[config.mk]
export PLATFORM = sky130hd
export DESIGN_NAME = piece_stack
export DESIGN_NICKNAME = d
export VERILOG_FILES = /design/src/source/movegen_pkg.sv /design/src/source/piece_stack.sv
export SDC_FILE = /design/constraint.sdc
export NUM_CORES = 1
export LEC_CHECK = 0
export BUFFER_PORTS_ARGS = -buffer_cell sky130_fd_sc_hd__buf_2
export CAP_MARGIN = 20
export CORE_AREA = 2 2 123 125
export CTS_BUF_LIST = sky130_fd_sc_hd__clkbuf_4 sky130_fd_sc_hd__clkbuf_8
export DETAILED_ROUTE_END_ITERATION = 6
export DIE_AREA = 0 0 125 127
export GPL_TIMING_DRIVEN = 0
export MAX_ROUTING_LAYER = met4
export PLACE_DENSITY_LB_ADDON = 0.12
export SYNTH_ARGS = -nofsm -noshare
export SYNTH_HDL_FRONTEND = slang
export SYNTH_SLANG_ARGS = --single-unit
[constraint.sdc]
create_clock -name clk -period 1.5 [get_ports clk]
set_clock_uncertainty 0.2 [all_clocks]
set_input_delay 0.45 -clock clk [delete_from_list [all_inputs] [get_ports clk]]
set_output_delay 0.45 -clock clk [all_outputs]
set_load 0.005 [all_outputs]
[src/source/movegen_pkg.sv]
package movegen_pkg;

  // board geometry, a square index is rank*8 + file so a1 is 0 and h8 is 63
  localparam int NUM_SQUARES = 64;
  localparam int SQ_W = 6;

  // default depth of each colour's piece stack and of the move queue
  localparam int STACK_DEPTH_DEF = 16;

  // piece codes as they arrive on the load bus
  typedef enum logic [2:0] {
    PC_EMPTY  = 3'd0,
    PC_KING   = 3'd1,
    PC_QUEEN  = 3'd2,
    PC_ROOK   = 3'd3,
    PC_BISHOP = 3'd4,
    PC_KNIGHT = 3'd5,
    PC_PAWN   = 3'd6
  } piece_e;

  // one square of the serial load, colour bit is 1 for white
  typedef struct packed {
    logic   white;
    piece_e piece;
  } pos_code_t;

  // one slot of a piece stack or of the move queue
  typedef struct packed {
    logic                full;
    piece_e              piece;
    logic [SQ_W-1:0]     square;
  } piece_entry_t;

  // move word, 3 bits per field from the piece down to the destination rank
  typedef struct packed {
    piece_e     piece;
    logic [2:0] from_file;
    logic [2:0] from_rank;
    logic [2:0] to_file;
    logic [2:0] to_rank;
  } uci_move_t;

endpackage

[src/source/piece_stack.sv]
module piece_stack #(
  parameter int DEPTH = movegen_pkg::STACK_DEPTH_DEF
) (
  input  logic                      clk,
  input  logic                      i_rst,
  input  logic                      i_clear,
  input  logic                      i_push,
  input  movegen_pkg::piece_entry_t i_entry,
  output movegen_pkg::piece_entry_t o_entries [DEPTH]
);

  movegen_pkg::piece_entry_t slots [DEPTH];

  // a push moves every slot down by one and slot 0 takes the new piece
  // when the a1 code pushes in its own clear cycle, only that piece survives
  always_ff @(posedge clk) begin
    if (i_rst) begin
      for (int k = 0; k < DEPTH; k++) begin
        slots[k] <= '0;
      end
    end else if (i_clear || i_push) begin
      for (int k = DEPTH - 1; k > 0; k--) begin
        slots[k] <= i_clear ? '0 : slots[k-1];
      end
      slots[0] <= i_push ? i_entry : '0;
    end
  end

  assign o_entries = slots;

  // the position may not hold more pieces of one colour than the stack depth
  a_no_overflow : assert property (
    @(posedge clk) disable iff (i_rst)
    (i_push && !i_clear) |-> !slots[DEPTH-1].full
  );

endmodule

==> impl_metrics.env, run 1 <==
export IMPL_fp_dieW_um=125
export IMPL_numCtsBuffers=17
export IMPL_synth_nets=543
export IMPL_reg2regPathDepth=3
export IMPL_ctsHoldBuffers=0
export IMPL_timing_critical_path_buf_inv=1
export IMPL_critPathCaptureType="primary output"
export IMPL_rrSetupSlack_ns=0.29
export IMPL_io_pins=174
export IMPL_ys_seq_elements=160
export IMPL_hold_class="input pin to register"
export IMPL_wl_per_cell_um=14.4
export IMPL_synth_async_reset_ratio=0
export IMPL_ant_nets=0
export IMPL_endpoint="o_entries[135]"
export IMPL_detail_route_wirelength_mm=15.4
export IMPL_seq_area_frac_synth=0.558
export IMPL_clock_sink_count=160
export IMPL_ys_warn_count=0
export IMPL_drc=0
export IMPL_slowest_stage="dfxtp_2"
export IMPL_ys_flop_type="dfxtp_1"
export IMPL_cts_tree="done"
export IMPL_ys_top_cells_by_count="dfxtp_1, mux2i_1, nor2_1, buf_6, buf_4"
export IMPL_fin_setup_tns_ns=-3.94
export IMPL_drtIter0Drc=183
export IMPL_drive_gt1_frac=0.619
export IMPL_clk_pin_slew_ns=0.09
export IMPL_synth_edf_count=0
export IMPL_gp_congestion=0.787
export IMPL_worstPathRequired_ns=0.85
export IMPL_n_fill_cell=1185
export IMPL_placed_cell_area_mm2=0.00683
export IMPL_htreeDepth=4
export IMPL_rows=44
export IMPL_area_growth_pct=56.7
export IMPL_fmax_mhz=645
export IMPL_syn_area_mm2=0.00574
export IMPL_critPathMaxFanout=3
export IMPL_violations="negative setup slack"
export IMPL_synth_top_area_frac=0.558
export IMPL_hold_violations=0
export IMPL_worst_r2r_endpoint="o_entries[157]$_SDFFE_PP0P_"
export IMPL_gr_total_overflow=0
export IMPL_setup_viol_count_final=160
export IMPL_grt_use_total=0.199
export IMPL_hold_path_depth=3
export IMPL_ir_worst_vdd_mv=0.472
export IMPL_reg2reg_from="o_entries[157]$_SDFFE_PP0P_"
export IMPL_nNetsFinal=882
export IMPL_ys_types=13
export IMPL_worst_setup_path_start_kind="register"
export IMPL_synth_most_common_cell="dfxtp_1"
export IMPL_setup_ws_ns=-0.0498
export IMPL_regArea_mm2=0.00340
export IMPL_largest_reg_flops=160
export IMPL_diodes=0
export IMPL_place_hpwl_mm=9.89
export IMPL_critPathArrivalTime_ns=0.90
export IMPL_port_buffers=172
export IMPL_cts_root_buf="clkbuf_8"
export IMPL_path_depth=1
export IMPL_max_stage_delay_ns=0.35
export IMPL_clk_latency_ns=0.44
export IMPL_dieArea_mm2=0.0159
export IMPL_cp_startpoint="o_entries[135]$_SDFFE_PP0P_"
export IMPL_yosys_area_top_type="dfxtp_1"
export IMPL_p_per_area_mw_per_mm2=888
export IMPL_die_h_um=127
export IMPL_avgSynthCellArea_um2=10.8
export IMPL_vias=4879
export IMPL_maxCapViolCount=0
export IMPL_start_util=0.398
export IMPL_multiInputGateArea_mm2=0.00220
export IMPL_dr_pass1_iters=4
export IMPL_syn_inst=529
export IMPL_antenna_found_initial=0
export IMPL_clockBufferDepth=2
export IMPL_design_area_mm2=0.00899
export IMPL_rsz0062_at_grt="yes"
export IMPL_leakagePower_uw=0.00453
export IMPL_finalCritPeriodShare=1.03
export IMPL_relSlewSlack=0.696
export IMPL_status="finished with violations"
export IMPL_grt_pass1_vias=4974
export IMPL_totalPowerFinal_uw=7990
export IMPL_worstMarginPinSlew_ns=0.456
export IMPL_grt_pass1_wl_mm=24.8
export IMPL_slew_violations=0
export IMPL_period_minus_slack_ns=1.55
export IMPL_hold_slack_ns=0.0555
export IMPL_viasPerCell=4.58
export IMPL_path_class="register to primary output"
export IMPL_yosys_top_cells_area="dfxtp_1, mux2i_1, nor2_1"
export IMPL_path_cells="buf_2"
export IMPL_grt_max_degree=17
export IMPL_coreArea_mm2=0.0144
export IMPL_cp_top_family="flip-flops"
-- layout make-up --
type	count	area share
buffer	38	0.0335
clock buffer	24	0.0353
clock inverter	8	0.0114
inverter	9	0.00376
multi-input combinational	322	0.245
sequential	160	0.378
tap	184	0.0256
timing repair buffer	320	0.267
-- worst min-delay path: cells and delay by family --
| kind | cells | cell delay [ns] |
|---|---|---|
| and+or+nand+nor | 1 | 0.05 |
| AOI/OAI and AO/OA | 1 | 0.06 |
| buffers and inverters | 1 | 0.09 |
-- worst min-delay path by stage --
stage,from,to,slack (ns)
global placement,o_entries[6]$_SDFFE_PP0P_,o_entries[6]$_SDFFE_PP0P_,0.27
floorplan,o_entries[150]$_SDFFE_PP0P_,o_entries[150]$_SDFFE_PP0P_,0.28
CTS,i_entry[5],o_entries[155]$_SDFFE_PP0P_,0.02
detailed placement,o_entries[0]$_SDFFE_PP0P_,o_entries[0]$_SDFFE_PP0P_,0.28
finish,i_entry[5],o_entries[155]$_SDFFE_PP0P_,0.06
global route,i_entry[5],o_entries[155]$_SDFFE_PP0P_,0.02
-- per-stage QoR --
step                 util  worst slack (ns)  instances
floorplan               -            0.0553        529
global placement    0.474            -0.145        885
detailed placement  0.474            -0.158        885
CTS                 0.605           -0.0883       1052
global route        0.624            -0.113       1065
finish              0.624           -0.0498       1065
-- kinds of logic (layout without fill, tap and decap cells) --
kind of cell,Yosys count,in the layout,synth area share
and+or+nand+nor,162,162,0.107
DFF,160,160,0.558
muxes,150,150,0.262
buffers and inverters,47,399,0.0584
AOI/OAI and AO/OA,10,10,0.0146
-- routing by layer --
layer | track usage | wire (µm)
met1 | 0.226 | 6630
met2 | 0.337 | 7610
met3 | 0.0544 | 871
met4 | 0.0719 | 243
met5 | - | 0
-- what timing repair did --
| action | CTS | global route |
|---|---|---|
| gates resized for setup | 201 | 28 |
| setup endpoints to repair | 160 | 160 |
| setup buffers | 135 | 13 |
-- cell usage in the layout (no fill, tap or decap), drive strengths merged --
cell type,n
a21oi,1
or2,1
buf,353
o32ai,9
nand2,10
clkinv,4
mux2i,150
clkinvlp,2
bufinv,2
or3b,1
inv,9
clkbuf,29
nor2,150
dfxtp,160
-- report_power, final --
part           switching, µW  internal (µW)  total, µW
Clock                   1530           1740       3280
Sequential              11.6           4260       4270
Combinational            234            207        441
Note: power is estimated with default switching activity, not from simulation.
==> run 2: changes to the inputs <==
--- a/config.mk
+++ b/config.mk
@@ -7,6 +7,8 @@
 export LEC_CHECK = 0
 export BUFFER_PORTS_ARGS = -buffer_cell sky130_fd_sc_hd__buf_2
 export CAP_MARGIN = 20
+export CELL_PAD_IN_SITES_DETAIL_PLACEMENT = 0
+export CELL_PAD_IN_SITES_GLOBAL_PLACEMENT = 1
 export CORE_AREA = 2 2 123 125
 export CTS_BUF_LIST = sky130_fd_sc_hd__clkbuf_4 sky130_fd_sc_hd__clkbuf_8
 export DETAILED_ROUTE_END_ITERATION = 6
==> impl_metrics.env, run 2 (synthesized netlist as in run 1, its figures left out) <==
export IMPL_status="finished with violations"
export IMPL_violations="negative setup slack"
export IMPL_maxCapViolCount=0
export IMPL_dr_pass1_iters=4
export IMPL_worstPathRequired_ns=0.85
export IMPL_setup_viol_count_final=160
export IMPL_clock_sink_count=160
export IMPL_grt_pass1_wl_mm=24.7
export IMPL_dieArea_mm2=0.0159
export IMPL_diodes=0
export IMPL_p_per_area_mw_per_mm2=885
export IMPL_critPathMaxFanout=3
export IMPL_io_pins=174
export IMPL_drive_gt1_frac=0.617
export IMPL_viasPerCell=4.53
export IMPL_die_h_um=127
export IMPL_htreeDepth=4
export IMPL_hold_violations=0
export IMPL_totalPowerFinal_uw=7930
export IMPL_multiInputGateArea_mm2=0.00220
export IMPL_period_minus_slack_ns=1.59
export IMPL_grt_use_total=0.200
export IMPL_gp_congestion=0.749
export IMPL_start_util=0.398
export IMPL_coreArea_mm2=0.0144
export IMPL_cts_tree="done"
export IMPL_ir_worst_vdd_mv=0.544
export IMPL_numCtsBuffers=17
export IMPL_critPathCaptureType="primary output"
export IMPL_critPathArrivalTime_ns=0.94
export IMPL_regArea_mm2=0.00341
export IMPL_drtIter0Drc=168
export IMPL_drc=0
export IMPL_max_stage_delay_ns=0.37
export IMPL_ctsHoldBuffers=0
export IMPL_largest_reg_flops=160
export IMPL_antenna_found_initial=0
export IMPL_finalCritPeriodShare=1.06
export IMPL_fin_util=0.621
export IMPL_slew_violations=0
export IMPL_leakagePower_uw=0.00451
export IMPL_wl_per_cell_um=14.6
export IMPL_gr_total_overflow=0
export IMPL_area_growth_pct=56.0
export IMPL_fp_dieW_um=125
export IMPL_hold_slack_ns=0.0395
export IMPL_timing_critical_path_buf_inv=1
export IMPL_clk_latency_ns=0.45
export IMPL_path_class="register to primary output"
export IMPL_rrSetupSlack_ns=0.30
export IMPL_relSlewSlack=0.698
export IMPL_worstMarginPinSlew_ns=0.453
export IMPL_setup_ws_ns=-0.0870
export IMPL_worst_setup_path_start_kind="register"
export IMPL_port_buffers=172
export IMPL_rsz0062_at_grt="yes"
export IMPL_final_common_cell="dfxtp_2"
export IMPL_clockBufferDepth=2
export IMPL_n_fill_cell=1229
export IMPL_clk_pin_slew_ns=0.08
export IMPL_fmax_mhz=630
export IMPL_hold_class="input pin to register"
export IMPL_vias=4805
export IMPL_detail_route_wirelength_mm=15.5
export IMPL_rows=44
export IMPL_path_cells="buf_2"
export IMPL_layout_common_cells="dfxtp_2, buf_4, mux2i_1, nor2_1, buf_2"
export IMPL_cts_root_buf="clkbuf_8"
export IMPL_grt_max_degree=17
export IMPL_cp_top_family="flip-flops"
export IMPL_place_hpwl_mm=9.79
export IMPL_slowest_stage="dfxtp_2"
export IMPL_grt_pass1_vias=4906
export IMPL_nNetsFinal=878
export IMPL_ant_nets=0
[run 2: cell types whose count changed in the layout (fill, tap and decap cells not counted), sizes merged]
cell      previous run  this run
clkbuf              29        25
inv                  9        11
buf                353       349
clkinv               4         7
clkinvlp             2         1
[run 2: worst paths after layout]
path	start	endpoint	cells past startpoint
max	o_entries[34]$_SDFFE_PP0P_	o_entries[34]	1
min	i_entry[7]	o_entries[157]$_SDFFE_PP0P_	3
max reg2reg	o_entries[157]$_SDFFE_PP0P_	o_entries[157]$_SDFFE_PP0P_	3
min reg2reg	o_entries[8]$_SDFFE_PP0P_	o_entries[8]$_SDFFE_PP0P_	2
[run 2: through the flow]
stage / instance area [µm²] / instances / TNS, ns / setup slack (ns)
after floorplan: 5740 / 529 / 0 / 0.0553
after global placement: 6830 / 885 / -16.83 / -0.136
after detailed placement: 6830 / 885 / -21.99 / -0.178
after CTS: 8690 / 1053 / -12.90 / -0.115
after global routing: 8950 / 1061 / -15.42 / -0.130
final: 8950 / 1061 / -7.37 / -0.0870
[run 2: timing repair]
action / CTS / global route
pin swaps: 0 / 0
gates resized for setup: 198 / 33
buffers inserted: 136 / 8
setup endpoints to repair: 160 / 160
[run 2: area by class of cell]
class / instances / share of cell area
Sequential cell: 160 / 0.381
Clock buffer: 20 / 0.0307
Multi-Input combinational cell: 322 / 0.246
Timing Repair Buffer: 316 / 0.265
Buffer: 38 / 0.0337
Clock inverter: 12 / 0.0147
Inverter: 9 / 0.00377
Tap cell: 184 / 0.0257
[run 2: metal layers]
layer / part of all wire / global-route usage / vias up
met3: 0.059 / 0.0603 / 20
li1: - / - / 2427
met4: 0.020 / 0.0758 / 0
met1: 0.42 / 0.225 / 2244
met2: 0.50 / 0.338 / 114
met5: 0 / - / -
[run 2: power breakdown]
part | total [µW] | switching [µW] | internal, µW
clock | 3220 | 1600 | 1620
combinational | 439 | 232 | 207
sequential | 4270 | 11.8 | 4260
total | 7930 | 1850 | 6080
