==> src/source/movegen_pkg.sv <==
package movegen_pkg;

  // board geometry, a square index is rank*8 + file so a1 is 0 and h8 is 63
  localparam int NUM_SQUARES = 64;
  localparam int SQ_W = 6;

  // default depth of each colour's piece stack and of the move queue
  localparam int STACK_DEPTH_DEF = 16;

  // piece codes as they arrive on the load bus
  typedef enum logic [2:0] {
    PC_EMPTY  = 3'd0,
    PC_KING   = 3'd1,
    PC_QUEEN  = 3'd2,
    PC_ROOK   = 3'd3,
    PC_BISHOP = 3'd4,
    PC_KNIGHT = 3'd5,
    PC_PAWN   = 3'd6
  } piece_e;

  // one square of the serial load, colour bit is 1 for white
  typedef struct packed {
    logic   white;
    piece_e piece;
  } pos_code_t;

  // one slot of a piece stack or of the move queue
  typedef struct packed {
    logic                full;
    piece_e              piece;
    logic [SQ_W-1:0]     square;
  } piece_entry_t;

  // move word, 3 bits per field from the piece down to the destination rank
  typedef struct packed {
    piece_e     piece;
    logic [2:0] from_file;
    logic [2:0] from_rank;
    logic [2:0] to_file;
    logic [2:0] to_rank;
  } uci_move_t;

endpackage

==> src/source/cand_if.sv <==
interface cand_if;

  // a destination was granted for the head piece this cycle
  logic                  valid;
  logic                  piece_done;
  logic                  last_piece;
  movegen_pkg::uci_move_t move;

  // the scan drives candidates and the emitter frames them
  modport scan (
    output valid,
    output move,
    output piece_done,
    output last_piece
  );

  modport emit (
    input valid,
    input move,
    input piece_done,
    input last_piece
  );

endinterface

==> src/source/uci_emitter.sv <==
module uci_emitter (
  input  logic                   clk,
  input  logic                   i_rst,
  cand_if.emit                   cand,
  output logic                   o_uci_valid,
  output movegen_pkg::uci_move_t o_uci_data,
  output logic                   o_uci_sop,
  output logic                   o_uci_eop
);

  movegen_pkg::uci_move_t buf_move;
  logic                   buf_valid;
  logic                   buf_sop;
  logic                   seen_first;
  logic                   last_done;
  logic                   release_buf;

  // whether a move is the last one is only known once the next one turns
  // up or the final piece reports that it has nothing left
  assign last_done   = cand.piece_done && cand.last_piece;
  assign release_buf = cand.valid || last_done;

  always_ff @(posedge clk) begin
    if (i_rst) begin
      buf_valid   <= 1'b0;
      buf_sop     <= 1'b0;
      seen_first  <= 1'b0;
      o_uci_valid <= 1'b0;
      o_uci_sop   <= 1'b0;
      o_uci_eop   <= 1'b0;
    end else begin
      if (cand.valid) begin
        buf_sop <= !seen_first;
      end
      // the end of a list re-arms the sop marking for the next one
      if (release_buf) begin
        buf_valid  <= cand.valid;
        seen_first <= (seen_first || cand.valid) && !last_done;
      end
      o_uci_valid <= buf_valid && release_buf;
      o_uci_sop   <= buf_valid && buf_sop && release_buf;
      // with no buffered move this is the lone eop of an empty list
      o_uci_eop   <= last_done;
    end
  end

  // move payload
  always_ff @(posedge clk) begin
    if (cand.valid) begin
      buf_move <= cand.move;
    end
    if (release_buf) begin
      o_uci_data <= buf_move;
    end
  end

endmodule

==> src/flat_wrapper.sv <==
// flat-port wrapper written by rule: the top's interface ports become plain ports
module uci_emitter_flat 
  (clk, i_rst, o_uci_valid, o_uci_data, o_uci_sop, o_uci_eop, cand_valid, cand_move, cand_piece_done, cand_last_piece);
  cand_if cand_i ();
  input  logic clk;
  input  logic i_rst;
  output logic o_uci_valid;
  output movegen_pkg::uci_move_t o_uci_data;
  output logic o_uci_sop;
  output logic o_uci_eop;
  input wire logic [$bits(cand_i.valid)-1:0] cand_valid;
  input wire logic [$bits(cand_i.move)-1:0] cand_move;
  input wire logic [$bits(cand_i.piece_done)-1:0] cand_piece_done;
  input wire logic [$bits(cand_i.last_piece)-1:0] cand_last_piece;
  assign cand_i.valid = cand_valid;
  assign cand_i.move = cand_move;
  assign cand_i.piece_done = cand_piece_done;
  assign cand_i.last_piece = cand_last_piece;
  uci_emitter u_core (.clk(clk), .i_rst(i_rst), .cand(cand_i), .o_uci_valid(o_uci_valid), .o_uci_data(o_uci_data), .o_uci_sop(o_uci_sop), .o_uci_eop(o_uci_eop));
endmodule
==> config.mk <==
export PLATFORM = sky130hd
export DESIGN_NAME = uci_emitter_flat
export DESIGN_NICKNAME = d
export VERILOG_FILES = /design/src/source/movegen_pkg.sv /design/src/source/cand_if.sv /design/src/source/uci_emitter.sv /design/src/flat_wrapper.sv
export SDC_FILE = /design/constraint.sdc
export NUM_CORES = 1
export LEC_CHECK = 0
export ABC_AREA = 1
export BUFFER_PORTS_ARGS = -buffer_cell sky130_fd_sc_hd__buf_2
export CELL_PAD_IN_SITES_DETAIL_PLACEMENT = 1
export CELL_PAD_IN_SITES_GLOBAL_PLACEMENT = 2
export CORE_MARGIN = 2
export CORE_UTILIZATION = 33
export CTS_CLUSTER_SIZE = 28
export DETAILED_ROUTE_END_ITERATION = 8
export GPL_ROUTABILITY_DRIVEN = 0
export PLACE_DENSITY_LB_ADDON = 0.1
export SETUP_SLACK_MARGIN = 0.5
export SLEW_MARGIN = 20
export SYNTH_ARGS = -nofsm -noshare
export SYNTH_HDL_FRONTEND = slang
export SYNTH_SLANG_ARGS = --single-unit
==> constraint.sdc <==
create_clock -name clk -period 0.9 [get_ports clk]
set_input_delay 0.09 -clock clk [delete_from_list [all_inputs] [get_ports clk]]
set_output_delay 0.09 -clock clk [all_outputs]
set_load 0.005 [all_outputs]
==> impl_metrics.tcl, run 1 <==
set metrics [dict create \
    start_util 0.337 \
    core_region_area_sq_um 3280 \
    fmax_ghz 1.08 \
    h-tree-depth 2 \
    synth.yosys.seq_area_share 0.922 \
    grt_pass1_wl_um 2300 \
    worstReg2RegStart "u_core.buf_valid$_SDFFE_PP0P_" \
    crit_family "flip-flops" \
    switching_share 0.204 \
    min-delay-start "cand_move[3]" \
    cts_sinks 36 \
    viasPerCell 3.93 \
    num-nets-final 124 \
    finClkSkew_ns 0.00430 \
    power.density_nw_per_um2 1990 \
    cp_slowest_cell "edfxtp_1" \
    r2r_slack_ns 0.25 \
    status "finished with violations" \
    cp_cell_sequence "buf_2" \
    violations "negative hold slack, negative setup slack" \
    finalSetupViolCount 3 \
    die_area_sq_um 3830 \
    hp-class "primary input to register" \
    drive_gt1_frac 0.562 \
    placedCellCount 141 \
    multi_input_area_sq_um 126 \
    grt_pass1_vias 536 \
    antenna_found_initial 0 \
    ys_types 11 \
    row_count 21 \
    totalPowerFinal_uw 2970 \
    maxCapViolations 0 \
    min_path_cells 1 \
    cts-root-buf "clkbuf_4" \
    cts_tree "done" \
    critPathCaptureType "output pin" \
    netlist_area_sq_um 1110 \
    syn_inst 56 \
    area_delta_synth_final_pct 35.1 \
    clk_latency_ns 0.31 \
    remaining_drc_errors 0 \
    min_period_ns 0.925 \
    antennaDiodeCount 0 \
    cp.buffers_inverters 1 \
    path_class "register to output pin" \
    critPathArrivalTime_ns 0.84 \
    ant_nets 0 \
    seq_area_sq_um 1020 \
    reg2reg_depth 4 \
    portBuffers 37 \
    period_share 1.03 \
    grt_usage 0.0930 \
    io-pin-count 38 \
    layout_common_cells "buf_2, edfxtp_1, clkbuf_4" \
    p_comb_frac 0.078 \
    max_stage_delay_ns 0.39 \
    synth.area.top_cells "edfxtp_1, dfxtp_1, inv_1" \
    clock_path_buffers 2 \
    drt_iter0_drc 14 \
    p_sw_uw 606 \
    worstHoldEndpoint "u_core.buf_move[3]$_DFFE_PP_" \
    reg2reg_to "u_core.o_uci_sop$_SDFF_PP0_" \
    hold_viol 16 \
    p_int_uw 2360 \
    cts_buffers 5 \
    p_leak_uw 0.000611 \
    maxSlewHeadroom 0.903 \
    syn-num-nets 76 \
    die_h_um 61.9 \
    timing.hold.ws_ns -0.0533 \
    worst_ep_required_time_ns 0.81 \
    grt_max_degree 17 \
    cp-start-kind "register" \
    worst_pin_slew_ns 0.145 \
    cp_max_fo 1 \
    rsz0062_at_grt "yes" \
    final_common_cell "buf_2" \
    wl_um 1700 \
    worst_setup_hold_path_clk_slew_ns 0.09 \
    num_vias 593 \
    wl_per_cell_um 11.2 \
    clkPwrFrac 0.253 \
    grt_remaining_overflow 0 \
    drt-pass1-iter-count 3 \
    yosys.area.top_type_share 0.814 \
    die_x_um 61.9 \
    fin_ws_ns -0.0253 \
    vdd_ir_drop_max_uv 896 \
    synth-seq-cells 36 \
    yosys_warnings 0 \
    slew_violations 0 \
    avgSynthCellArea_sq_um 19.8 \
    pwr-share-seq 0.669 \
    num-fill-cells 342 \
    dp_hpwl_um 1230 \
    synth_top_cell_by_area "edfxtp_1" \
    final_cells 151 \
]
[logic make-up after synthesis]
| family | count (synthesis) | synth area share |
|---|---|---|
| AOI/OAI and AO/OA | 3 | 0.0135 |
| buffers and inverters | 6 | 0.0203 |
| DFF | 36 | 0.922 |
| and+or+nand+nor | 11 | 0.0441 |
[state kept, by name, indices dropped and copies added, names as in the netlist]
signal and flops:
u_core.buf_move 15, u_core.o_uci_data 15, u_core.buf_sop 1, u_core.o_uci_valid 1
u_core.o_uci_sop 1, u_core.buf_valid 1, u_core.seen_first 1, u_core.o_uci_eop 1
[worst max path at each step]
| stage | slack [ns] | start | endpoint | depth (start not counted) |
|---|---|---|---|---|
| 2_1_floorplan | 0.29 | u_core.buf_valid$_SDFFE_PP0P_ | u_core.o_uci_sop$_SDFF_PP0_ | 4 |
| 3_3_place_gp | 0.16 | cand_piece_done | u_core.o_uci_data[11]$_DFFE_PP_ | 3 |
| 3_5_place_dp | 0.15 | cand_piece_done | u_core.o_uci_data[3]$_DFFE_PP_ | 3 |
| 4_1_cts | -0.06 | u_core.o_uci_data[7]$_DFFE_PP_ | o_uci_data[7] | 1 |
| 5_1_grt | -0.08 | u_core.o_uci_data[9]$_DFFE_PP_ | o_uci_data[9] | 1 |
| 6_report | -0.03 | u_core.o_uci_data[7]$_DFFE_PP_ | o_uci_data[7] | 1 |
[Yosys cell counts (all sizes together)]
| cell | count |
|---|---|
| a21oi | 1 |
| dfxtp | 6 |
| edfxtp | 30 |
| inv | 6 |
| nand2 | 7 |
| nor2 | 4 |
| o21ai | 2 |
[routing by layer]
layer,share of wire,routed length (um),GRT usage
met1,0.35,592,0.0901
met2,0.56,953,0.153
met3,0.077,131,0.0476
met4,0.011,19,0.0638
met5,0,0,0
[power by group through the flow]
| stage | sequential, uW | combinational [uW] | clock [uW] |
|---|---|---|---|
| global placement | 2020 | 201 | 0 |
| detailed placement | 2030 | 207 | 0 |
| CTS | 1990 | 208 | 791 |
| floorplan | 2030 | 50.7 | 0 |
| finish | 1990 | 232 | 751 |
| global route | 2000 | 260 | 851 |
[repair_timing]
action,in CTS,in global routing
gates cloned,0,1
buffers inserted,0,1
pin swaps,1,1
endpoints found under the setup margin,43,49
hold endpoints to repair,16,16
resized for setup,0,10
[stage by stage]
stage / area (sq um) / setup slack [ns] / utilization / hold slack (ns) / TNS [ns]
final: 1500 / -0.0253 / 0.456 / -0.0533 / -0.0493
after global placement: 1400 / 0.160 / 0.426 / 0.266 / 0
after global routing: 1500 / -0.0804 / 0.456 / -0.0841 / -0.885
after detailed placement: 1400 / 0.148 / 0.426 / 0.270 / 0
after floorplan: 1140 / 0.291 / - / 0.162 / 0
after CTS: 1450 / -0.0572 / 0.440 / -0.0698 / -0.344
[cell type report]
cell class                      instances  area share
Multi-Input combinational cell         15      0.0844
Timing Repair Buffer                   40       0.144
Clock inverter                          1     0.00251
Tap cell                               46      0.0385
Sequential cell                        36       0.684
Inverter                                6      0.0167
Clock buffer                            7      0.0301
Power figures use the tool's default switching activity.
==> inputs of run 2 (changes only) <==
- CELL_PAD_IN_SITES_GLOBAL_PLACEMENT: 2 -> 1
- CORE_UTILIZATION: 33 -> 39
==> run 2 against run 1 <==
Worst setup slack worse by 0.025 ns; the flow still finishes with violations (negative hold slack, negative setup slack); first-iteration DRC count down 57%; final cell count down 11%; global-route usage up 2.3 points; clock power up 42%; highest routed layer unchanged.
==> impl_metrics.tcl, run 2 (synthesized netlist as in run 1, its figures left out) <==
set metrics [dict create \
    grt_remaining_overflow 0 \
    h-tree-depth 2 \
    worst_pin_slew_ns 0.138 \
    p_sw_uw 639 \
    cts_buffers 5 \
    worstHoldEndpoint "u_core.buf_move[8]$_DFFE_PP_" \
    grt_usage 0.116 \
    cp_max_fo 1 \
    timing.hold.ws_ns -0.0750 \
    max_stage_delay_ns 0.39 \
    fin_ws_ns -0.0505 \
    place_area_sq_um 1380 \
    drt_iter0_drc 6 \
    drive_gt1_frac 0.563 \
    p_comb_frac 0.068 \
    die_x_um 57.3 \
    multi_input_area_sq_um 116 \
    cts_sinks 36 \
    maxSlewHeadroom 0.908 \
    cp_slowest_cell "edfxtp_1" \
    min-delay-start "cand_move[8]" \
    rsz0062_at_grt "yes" \
    critPathArrivalTime_ns 0.86 \
    die_area_sq_um 3280 \
    final_common_cell "buf_2" \
    viasPerCell 4.51 \
    cp_cell_sequence "buf_2" \
    grt_max_degree 19 \
    finalSetupViolCount 15 \
    p_int_uw 2640 \
    final_cells 134 \
    cp-start-kind "register" \
    fin_area_sq_um 1490 \
    layout_common_cells "buf_2, edfxtp_1, clkbuf_4" \
    cp.buffers_inverters 1 \
    area_delta_synth_final_pct 34.1 \
    crit_family "flip-flops" \
    period_share 1.06 \
    cts_tree "done" \
    power.density_nw_per_um2 2210 \
    violations "negative hold slack, negative setup slack" \
    r2r_slack_ns 0.27 \
    reg_top3 "u_core.buf_move: 15 flops, u_core.o_uci_data: 15 flops" \
    wl_per_cell_um 13.4 \
    critPathCaptureType "output pin" \
    start_util 0.405 \
    cts-root-buf "clkbuf_4" \
    placedCellCount 125 \
    wl_um 1790 \
    min_period_ns 0.950 \
    clk_latency_ns 0.33 \
    status "finished with violations" \
    startpoint "u_core.o_uci_data[13]$_DFFE_PP_" \
    worst_ep_required_time_ns 0.81 \
    ant_nets 0 \
    final_util 0.543 \
    reg2reg_depth 0 \
    antenna_found_initial 0 \
    path_class "register to output pin" \
    antennaDiodeCount 0 \
    die_h_um 57.3 \
    num-nets-final 122 \
    clock_path_buffers 2 \
    portBuffers 37 \
    num-fill-cells 264 \
    grt_pass1_vias 531 \
    worstReg2RegStart "u_core.buf_move[6]$_DFFE_PP_" \
    grt_pass1_wl_um 2590 \
    min_path_cells 1 \
    remaining_drc_errors 0 \
    finClkSkew_ns 0.00426 \
    drt-pass1-iter-count 2 \
    worst_setup_hold_path_clk_slew_ns 0.10 \
    hold_viol 16 \
    switching_share 0.195 \
    hp-class "primary input to register" \
    pwr-share-seq 0.606 \
    core_region_area_sq_um 2730 \
    maxCapViolations 0 \
    io-pin-count 38 \
    clkPwrFrac 0.326 \
    dp_hpwl_um 1210 \
    fmax_ghz 1.05 \
    row_count 19 \
    setup_tns_ns -0.284 \
    num_vias 605 \
    reg2reg_to "u_core.o_uci_data[6]$_DFFE_PP_" \
    slew_violations 0 \
    vdd_ir_drop_max_uv 1590 \
    p_leak_uw 0.000620 \
    seq_area_sq_um 1020 \
]
-- run 2: repair_timing --
| item | in CTS | in global routing |
|---|---|---|
| pin swaps | 0 | 1 |
| hold endpoints to repair | 16 | 16 |
| gates cloned | 0 | 1 |
| gates resized for setup | 3 | 3 |
| buffers inserted | 0 | 0 |
| setup endpoints to repair | 38 | 41 |
-- run 2: stage by stage --
step | total power, uW | setup slack, ns | hold slack (ns)
floorplan | 2080 | 0.291 | 0.162
global placement | 2220 | 0.164 | 0.267
detailed placement | 2240 | 0.151 | 0.269
CTS | 3300 | -0.0723 | -0.0832
global route | 3400 | -0.0984 | -0.0894
finish | 3280 | -0.0505 | -0.0750
-- run 2: metal layers --
metal / up-vias / GRT usage / wire, um
li1: 289 / - / -
met1: 283 / 0.113 / 663
met2: 25 / 0.195 / 932
met3: 8 / 0.0522 / 142
met4: 0 / 0.0797 / 56
met5: - / 0 / 0
-- run 2: worst max path at each step --
stage                                                 to  slack [ns]  cells past startpoint
after floorplan              u_core.o_uci_sop$_SDFF_PP0_        0.29                      4
after global placement    u_core.o_uci_data[1]$_DFFE_PP_        0.16                      3
after detailed placement  u_core.o_uci_data[1]$_DFFE_PP_        0.15                      3
after CTS                                 o_uci_data[13]       -0.07                      1
after global routing                      o_uci_data[10]        -0.1                      1
final                                     o_uci_data[13]       -0.05                      1
-- run 2: area by class of cell --
type                            instances  area share
Tap cell                               31      0.0261
Timing Repair Buffer                   38       0.138
Clock buffer                            6      0.0278
Inverter                                6      0.0168
Sequential cell                        36       0.689
Multi-Input combinational cell         15      0.0783
Clock inverter                          2      0.0236
-- run 2: power groups by stage --
stage	clock network, uW	registers, uW	logic [uW]
floorplan	0	2030	50.7
global placement	0	2020	202
detailed placement	0	2030	209
CTS	1100	1990	216
global route	1160	2000	246
finish	1070	1990	223
