[config.mk]
export PLATFORM = sky130hd
export DESIGN_NAME = target_scan_flat
export DESIGN_NICKNAME = d
export VERILOG_FILES = /design/src/source/movegen_pkg.sv /design/src/source/cand_if.sv /design/src/source/target_scan.sv /design/src/flat_wrapper.sv
export SDC_FILE = /design/constraint.sdc
export NUM_CORES = 1
export LEC_CHECK = 0
export ABC_AREA = 0
export ABC_CLOCK_PERIOD_IN_PS = 6500
export BUFFER_PORTS_ARGS = -buffer_cell sky130_fd_sc_hd__buf_2
export CELL_PAD_IN_SITES_DETAIL_PLACEMENT = 0
export CELL_PAD_IN_SITES_GLOBAL_PLACEMENT = 1
export CORE_ASPECT_RATIO = 0.5
export CORE_UTILIZATION = 43
export CTS_CLUSTER_DIAMETER = 100
export DETAILED_ROUTE_END_ITERATION = 10
export PLACE_DENSITY_LB_ADDON = 0.1
export SYNTH_ARGS = -nofsm -noshare
export SYNTH_HDL_FRONTEND = slang
export SYNTH_SLANG_ARGS = --single-unit
[constraint.sdc]
create_clock -name clk -period 6.5 [get_ports clk]
set_input_delay 0.65 -clock clk [delete_from_list [all_inputs] [get_ports clk]]
set_output_delay 0.65 -clock clk [all_outputs]
set_load 0.005 [all_outputs]
[src/source/movegen_pkg.sv]
package movegen_pkg;

  // board geometry, a square index is rank*8 + file so a1 is 0 and h8 is 63
  localparam int NUM_SQUARES = 64;
  localparam int SQ_W = 6;

  // default depth of each colour's piece stack and of the move queue
  localparam int STACK_DEPTH_DEF = 16;

  // piece codes as they arrive on the load bus
  typedef enum logic [2:0] {
    PC_EMPTY  = 3'd0,
    PC_KING   = 3'd1,
    PC_QUEEN  = 3'd2,
    PC_ROOK   = 3'd3,
    PC_BISHOP = 3'd4,
    PC_KNIGHT = 3'd5,
    PC_PAWN   = 3'd6
  } piece_e;

  // one square of the serial load, colour bit is 1 for white
  typedef struct packed {
    logic   white;
    piece_e piece;
  } pos_code_t;

  // one slot of a piece stack or of the move queue
  typedef struct packed {
    logic                full;
    piece_e              piece;
    logic [SQ_W-1:0]     square;
  } piece_entry_t;

  // move word, 3 bits per field from the piece down to the destination rank
  typedef struct packed {
    piece_e     piece;
    logic [2:0] from_file;
    logic [2:0] from_rank;
    logic [2:0] to_file;
    logic [2:0] to_rank;
  } uci_move_t;

endpackage

[src/source/cand_if.sv]
interface cand_if;

  // a destination was granted for the head piece this cycle
  logic                  valid;
  logic                  piece_done;
  logic                  last_piece;
  movegen_pkg::uci_move_t move;

  // the scan drives candidates and the emitter frames them
  modport scan (
    output valid,
    output move,
    output piece_done,
    output last_piece
  );

  modport emit (
    input valid,
    input move,
    input piece_done,
    input last_piece
  );

endinterface

[src/source/target_scan.sv]
module target_scan (
  input  logic                                clk,
  input  logic                                i_rst,
  input  logic                                i_start,
  input  logic [movegen_pkg::NUM_SQUARES-1:0] i_targets,
  input  movegen_pkg::piece_entry_t           i_head,
  input  logic                                i_last,
  cand_if.scan                                cand,
  output logic                                o_pop
);

  localparam int W = movegen_pkg::NUM_SQUARES + 1;

  logic                        active;
  logic [W-1:0]                base;
  logic [W-1:0]                req;
  logic [W-1:0]                grant;
  logic                        done;
  logic [movegen_pkg::SQ_W-1:0] to_sq;

  // the top request bit never drops, so once the base passes every real
  // target the arbiter falls through to the end-of-piece bit
  // an empty head masks the board and finishes at once
  assign req   = {1'b1, i_targets & {movegen_pkg::NUM_SQUARES{i_head.full}}};
  assign grant = req & ~(req - base);

  assign done = active && grant[W-1];

  // list runs from the start pulse until the last piece has finished
  always_ff @(posedge clk) begin
    if (i_rst) begin
      active <= 1'b0;
      base   <= W'(1);
    end else begin
      if (i_start) begin
        active <= 1'b1;
      end else if (done && i_last) begin
        active <= 1'b0;
      end
      if (i_start || done) begin
        base <= W'(1);
      end else if (active) begin
        base <= grant << 1;
      end
    end
  end

  // one-hot to index of the granted destination
  always_comb begin
    to_sq = '0;
    for (int k = 0; k < movegen_pkg::NUM_SQUARES; k++) begin
      if (grant[k]) begin
        to_sq |= movegen_pkg::SQ_W'(k);
      end
    end
  end

  assign cand.valid      = active && !grant[W-1];
  assign cand.piece_done = done;
  assign cand.last_piece = i_last;
  assign cand.move       = '{piece:     i_head.piece,
                             from_file: i_head.square[2:0],
                             from_rank: i_head.square[5:3],
                             to_file:   to_sq[2:0],
                             to_rank:   to_sq[5:3]};

  assign o_pop = done;

  // the queue keeps its full entries packed from the head, so an empty
  // head may only show up as the final entry of a running list
  a_empty_head_last : assert property (
    @(posedge clk) disable iff (i_rst)
    (active && !i_head.full) |-> i_last
  );

endmodule

[src/flat_wrapper.sv]
// flat-port wrapper written by rule: the top's interface ports become plain ports
module target_scan_flat 
  (clk, i_rst, i_start, i_targets, i_head, i_last, o_pop, cand_valid, cand_move, cand_piece_done, cand_last_piece);
  cand_if cand_i ();
  input  logic clk;
  input  logic i_rst;
  input  logic i_start;
  input  logic [movegen_pkg::NUM_SQUARES-1:0] i_targets;
  input  movegen_pkg::piece_entry_t i_head;
  input  logic i_last;
  output logic o_pop;
  output wire logic [$bits(cand_i.valid)-1:0] cand_valid;
  output wire logic [$bits(cand_i.move)-1:0] cand_move;
  output wire logic [$bits(cand_i.piece_done)-1:0] cand_piece_done;
  output wire logic [$bits(cand_i.last_piece)-1:0] cand_last_piece;
  assign cand_valid = cand_i.valid;
  assign cand_move = cand_i.move;
  assign cand_piece_done = cand_i.piece_done;
  assign cand_last_piece = cand_i.last_piece;
  target_scan u_core (.clk(clk), .i_rst(i_rst), .i_start(i_start), .i_targets(i_targets), .i_head(i_head), .i_last(i_last), .cand(cand_i), .o_pop(o_pop));
endmodule
==> impl_metrics.toml, run 1 <==
[job]
maxCapViolCount = 0

[power_and_ir_drop]
swShare = 0.394
switchingPower_uw = 670
vdd_ir_drop_max_mv = 0.133
powerDensity_nw_per_um2 = 195
pwr-share-comb = 0.398
leakagePower_nw = 3.55
intPower_mw = 1.03
seq_power_share = 0.242
p_clk_frac = 0.359

[timing]
timing.final.crit_share = 0.900
clock.fmax_ghz = 0.171
tns_ps = 0
skew_ps = 10.2
slew_viol_final = 0
setup_viol = 0
tightest_slew_ps = 904
period_minus_slack_ps = 5850
timing.final.ws_setup_ps = 649
relSlewSlack = 0.392
timing.final.hold_violations = 0
rsz0062_at_grt = "no"

[layout]
antennaDiodeCount = 0
drive_gt1_frac = 0.111
layout_commonest_cell = "nor2_1"
synthToLayoutAreaGrowth_pct = 11.4
nFillCells = 1849
final_cell_mix = "118 x nor2_1, 113 x nand2_1, 105 x a21oi_1"
fin_area_um2 = 8700
final_nets = 1318

[critical_path]
critical_path_class = "input port to output pin"
cp-start-kind = "input port"
reg2reg_to = "u_core.base[10]"
worstPathArrival_ps = 5200
reg2reg_from = "u_core.base[15]"
r2r_cells = 14
crit_fanout = 28
cp-startpoint = "i_head[9]"
reg2reg_slack_ps = 1930
endpoint = "cand_move[5]"
endpoint_kind = "output pin"
worstPathRequired_ps = 5850

[synthesis]
ys.warnings.count = 0
yosysSeqAreaShare = 0.169
async_flop_share = 0
avgSynthCellArea_um2 = 6.88
synth_area_um2 = 7810
syn_nets = 1276
ys_seq_elements = 66
ys_types = 75
postSynthCellCount = 1134
synth_top_flop_cell = "dfxtp_1"
synth_edf_count = 0

[clock_tree]
clkSlewWorstSetupHoldPaths_ps = 60
ctsResizeCount = 0
clockBufferDepth = 2
clkLatencyLatePin_ps = 360
cts_root_buf = "clkbuf_16"
htree_levels = 3
clock-sinks = 66
cts_tree = "done"
post_cts_buffers = 0
cts_buffers = 9
holdBufCountCts = 0

[drt]
drc = 6
wl_per_cell_um = 21.1
wl_mm = 29.9
drt-initial-drc-count = 702
drt-vias-per-instance = 6.12
antenna_left = 0
dr.pass1.iters = 8
num_vias = 8658

[outcome]
status = "complete, but fails checks"
violations = "DRC"

[die]
coreArea_um2 = 17600
die_area_um2 = 18700
fp.dieH_um = 97.3
die_w_um = 193
num_rows = 34
ios = 97
initial_utilization = 0.444

[grt]
grt_pass1_vias = 7985
grt_use_total = 0.322
antenna_found_initial = 0
grt-ovfl-total = 0
grt_max_degree = 68
grt_pass1_wl_mm = 45.8

[placed_design]
port_buffers = 78
dp_hpwl_mm = 23.9
place_congestion = 0.951
postPlaceCellArea_um2 = 8350
place_ws_ps = 739

[hold_path]
min_path_type = "register to register"
flip-flops by register name, summed over array words and instances (netlist names):
register / cells
u_core.base: 65
u_core.active: 1
power by group through the flow:
stage	clock (mW)	sequential [mW]	combinational, mW
6_report	0.610	0.412	0.677
5_1_grt	0.637	0.412	0.729
4_1_cts	0.616	0.412	0.661
3_5_place_dp	0	0.421	0.656
3_3_place_gp	0	0.421	0.659
2_1_floorplan	0	0.420	0.455
per-stage QoR:
stage          hold WS, ps  total power [mW]  utilization  cells
6_report               453              1.70        0.495   1415
5_1_grt                472              1.78        0.495   1415
4_1_cts                452              1.69        0.495   1415
3_5_place_dp           443              1.08        0.475   1399
3_3_place_gp           441              1.08        0.475   1399
2_1_floorplan          432             0.875            -   1134
Yosys cell counts (3+ instances only):
cell,n,area share
a31oi_1,7,0.0056
mux2i_1,7,0.0090
a211oi_1,8,0.0077
and2_1,68,0.054
dfxtp_1,66,0.17
o21a_1,12,0.012
xnor2_1,23,0.026
nor2b_1,7,0.0056
inv_1,89,0.043
a21o_1,25,0.024
o31ai_1,8,0.0077
a22oi_1,47,0.045
buf_4,11,0.011
nand2_1,113,0.054
xor2_1,21,0.024
nand4_1,34,0.027
ha_1,63,0.10
o21bai_1,5,0.0048
a21oi_1,105,0.067
and3_1,5,0.0040
buf_2,7,0.0045
o21ai_0,54,0.035
nand2b_1,18,0.014
a21boi_0,8,0.0077
or3_1,16,0.013
and4_1,6,0.0067
nor2_1,119,0.057
nand3_1,19,0.012
a211o_1,3,0.0034
o22ai_1,3,0.0024
nor4_1,19,0.015
or4_1,5,0.0048
o211ai_1,12,0.012
a31o_2,3,0.0034
a32oi_1,8,0.0090
or2_2,3,0.0024
clkbuf_1,42,0.020
nor3_1,18,0.012
layout make-up:
class	instances	area [um^2]	area share
multi-input cells	919	5890	0.677
flip-flops and latches	66	1320	0.152
repair buffers	91	513	0.0590
inverters	89	334	0.0384
well taps	234	293	0.0337
clock buffers	9	225	0.0259
clock inverters	7	125	0.0144
how the worst min path moves through the flow:
| stage | start | end | slack (ps) | cells after the start |
|---|---|---|---|---|
| floorplan | u_core.base[43] | u_core.base[43] | 430 | 2 |
| global placement | u_core.base[37] | u_core.base[37] | 440 | 2 |
| detailed placement | u_core.base[10] | u_core.base[10] | 440 | 2 |
| CTS | u_core.base[10] | u_core.base[10] | 450 | 2 |
| global route | u_core.base[25] | u_core.base[25] | 470 | 2 |
| finish | u_core.base[10] | u_core.base[10] | 450 | 2 |
layer usage:
layer	routed length, um	global-route usage	part of all wire
met1	14400	0.468	0.48
met2	12700	0.491	0.42
met3	2450	0.0603	0.082
met4	369	0.0581	0.012
met5	0	0	0
critical path, stage by stage:
cell	delay [ps]
buf_2	390
and2_1	250
nor2b_1	70
fa_1	370
nand2b_1	190
a21oi_1	250
o21ai_1	230
a2111oi_2	700
or2_2	250
a21oi_1	120
xor2_1	220
a211o_1	360
or4_4	530
a2111oi_4	320
nand3_1	120
buf_2	160
cell families after synthesis:
logic type      share of synthesized area
flops                               0.169
mux                                0.0104
simple gates                        0.303
xor+xnor                           0.0515
fa+ha+maj                           0.104
compound gates                      0.284
buf+inv                            0.0781
(Power assumes the default switching activity.)
==> run 2: changes to the inputs <==
Settings changed: MAX_ROUTING_LAYER from default to met4.
==> run 2 against run 1 <==
  * The run still ends with DRC left
  * Via count barely moved
  * Wire length grew 0.56%
  * Non-clock buffer count is 1 lower
  * Combinational power about the same
  * Clock skew rose by 1.2 ps
  * Critical path depth did not move
  * Sequential power hardly changed
  * Register-to-register slack got worse by 210 ps
  * Critical endpoint unchanged
==> impl_metrics.toml, run 2 (synthesis results as in run 1) <==
[hold_path]
min_path_type = "register to register"
min_to = "u_core.base[43]"
worstHoldStart = "u_core.base[43]"
hold_depth = 2

[timing]
timing.final.hold_violations = 0
period_minus_slack_ps = 6140
relSlewSlack = 0.302
setup_viol = 0
slew_viol_final = 0
skew_ps = 11.3
rsz0062_at_grt = "no"
clock.fmax_ghz = 0.163
timing.final.crit_share = 0.945
tns_ps = 0
tightest_slew_ps = 1040

[power_and_ir_drop]
swShare = 0.403
pwr-share-comb = 0.410
switchingPower_uw = 668
leakagePower_nw = 3.52
intPower_uw = 989
power_mw = 1.66
seq_power_share = 0.249
vdd_ir_drop_max_mv = 0.130
p_clk_frac = 0.341
powerDensity_nw_per_um2 = 191

[die]
die_area_um2 = 18700
die_w_um = 193
num_rows = 34
fp.dieH_um = 97.3
coreArea_um2 = 17600
ios = 97
initial_utilization = 0.444

[grt]
grt_max_degree = 68
grt_use_total = 0.332
antenna_found_initial = 0
grt-ovfl-total = 0
grt_pass1_vias = 7926
grt_pass1_wl_mm = 45.7

[critical_path]
reg2reg_from = "u_core.base[15]"
worstPathArrival_ps = 5490
critical_path_class = "input port to output pin"
reg2reg_slack_ps = 1720
crit_fanout = 44
worstPathRequired_ps = 5850
cp-start-kind = "input port"
reg2reg_to = "u_core.base[10]"
max_stage_delay_ps = 730
slowest_stage = "a2111oi_2"
crit_chain = "buf_2 -> and2_1 -> nor2b_1 -> fa_1 -> nand2b_1 -> a21oi_1 -> o21ai_1 -> a2111oi_2 -> or2_2 -> a21oi_1 -> xor2_1 -> a211o_1 -> or4_4 -> a2111oi_4 -> nand3_1 -> buf_2"
r2r_cells = 14
endpoint_kind = "output pin"

[clock_tree]
post_cts_buffers = 0
ctsResizeCount = 0
htree_levels = 3
cts_tree = "done"
clkLatencyLatePin_ps = 350
holdBufCountCts = 0
cts_buffers = 9
clockBufferDepth = 2
clkSlewWorstSetupHoldPaths_ps = 60
cts_root_buf = "clkbuf_16"
clock-sinks = 66

[layout]
largest_reg_flops = 65
final_core_util = 0.493
final_nets = 1317
nFillCells = 1844
antennaDiodeCount = 0
final_cell_mix = "118 x nor2_1, 113 x nand2_1, 105 x a21oi_1"
synthToLayoutAreaGrowth_pct = 10.9
drive_gt1_frac = 0.110
top_register = "u_core.base"
layout_commonest_cell = "nor2_1"
register_area_um2 = 1320
reg_top3 = "u_core.base (65), u_core.active (1)"
multi_input_area_um2 = 5890

[drt]
dr.pass1.iters = 9
antenna_left = 0
wl_per_cell_um = 21.2
num_vias = 8650
drt-initial-drc-count = 795
drc = 5
wl_mm = 30.0
drt-vias-per-instance = 6.12

[placed_design]
port_buffers = 78
dp_hpwl_mm = 23.8
place_congestion = 0.984

[outcome]
status = "complete, but fails checks"
violations = "DRC"

[job]
maxCapViolCount = 0
run 2: cell count changes in the layout (fill, tap and decap cells not counted), sizes merged:
cell      previous run  this run
bufinv               3         2
inv                 90        91
clkinv               3         1
buf                 91        90
clkinvlp             0         2
run 2: per-stage QoR:
| stage | area [um^2] | setup slack (ps) | hold slack (ps) | cells |
|---|---|---|---|---|
| floorplan | 7810 | 1250 | 432 | 1134 |
| global placement | 8330 | 575 | 439 | 1398 |
| detailed placement | 8330 | 444 | 448 | 1398 |
| CTS | 8660 | 437 | 456 | 1414 |
| global route | 8660 | 175 | 475 | 1414 |
| finish | 8660 | 356 | 452 | 1414 |
run 2: cell type report:
class	count	area share
clock buffer	9	0.0260
clock inverter	7	0.0117
inverter	89	0.0386
multi-input combinational	919	0.680
sequential	66	0.153
tap	234	0.0338
timing repair buffer	90	0.0570
run 2: layer usage:
layer / vias up / track usage / wire (um) / part of all wire
met4: 0 / 0.0684 / 444 / 0.015
li1: 4150 / - / - / -
met3: 31 / 0.0711 / 2450 / 0.082
met1: 4153 / 0.471 / 14700 / 0.49
met5: - / - / 0 / 0
met2: 316 / 0.479 / 12500 / 0.41
run 2: worst max path at each step:
stage	startpoint	end	cells after the start
2_1_floorplan	i_head[9]	cand_move[5]	17
3_3_place_gp	i_head[9]	cand_move[5]	15
3_5_place_dp	i_head[9]	cand_move[5]	16
4_1_cts	i_head[9]	cand_move[5]	16
5_1_grt	i_head[9]	cand_move[5]	16
6_report	i_head[9]	cand_move[5]	16
run 2: power by group through the flow:
stage / Combinational [mW] / Clock (mW) / Sequential (mW)
floorplan: 0.455 / 0 / 0.420
CTS: 0.661 / 0.576 / 0.412
global placement: 0.659 / 0 / 0.421
global route: 0.732 / 0.590 / 0.412
finish: 0.679 / 0.566 / 0.412
detailed placement: 0.656 / 0 / 0.421
run 2: worst max-delay path, delay by kind of cell:
| family | cells | cell delay [ps] |
|---|---|---|
| compound gates | 6 | 2000 |
| fa+ha+maj | 1 | 370 |
| buf+inv | 2 | 760 |
| simple gates | 6 | 1480 |
| xor+xnor | 1 | 220 |
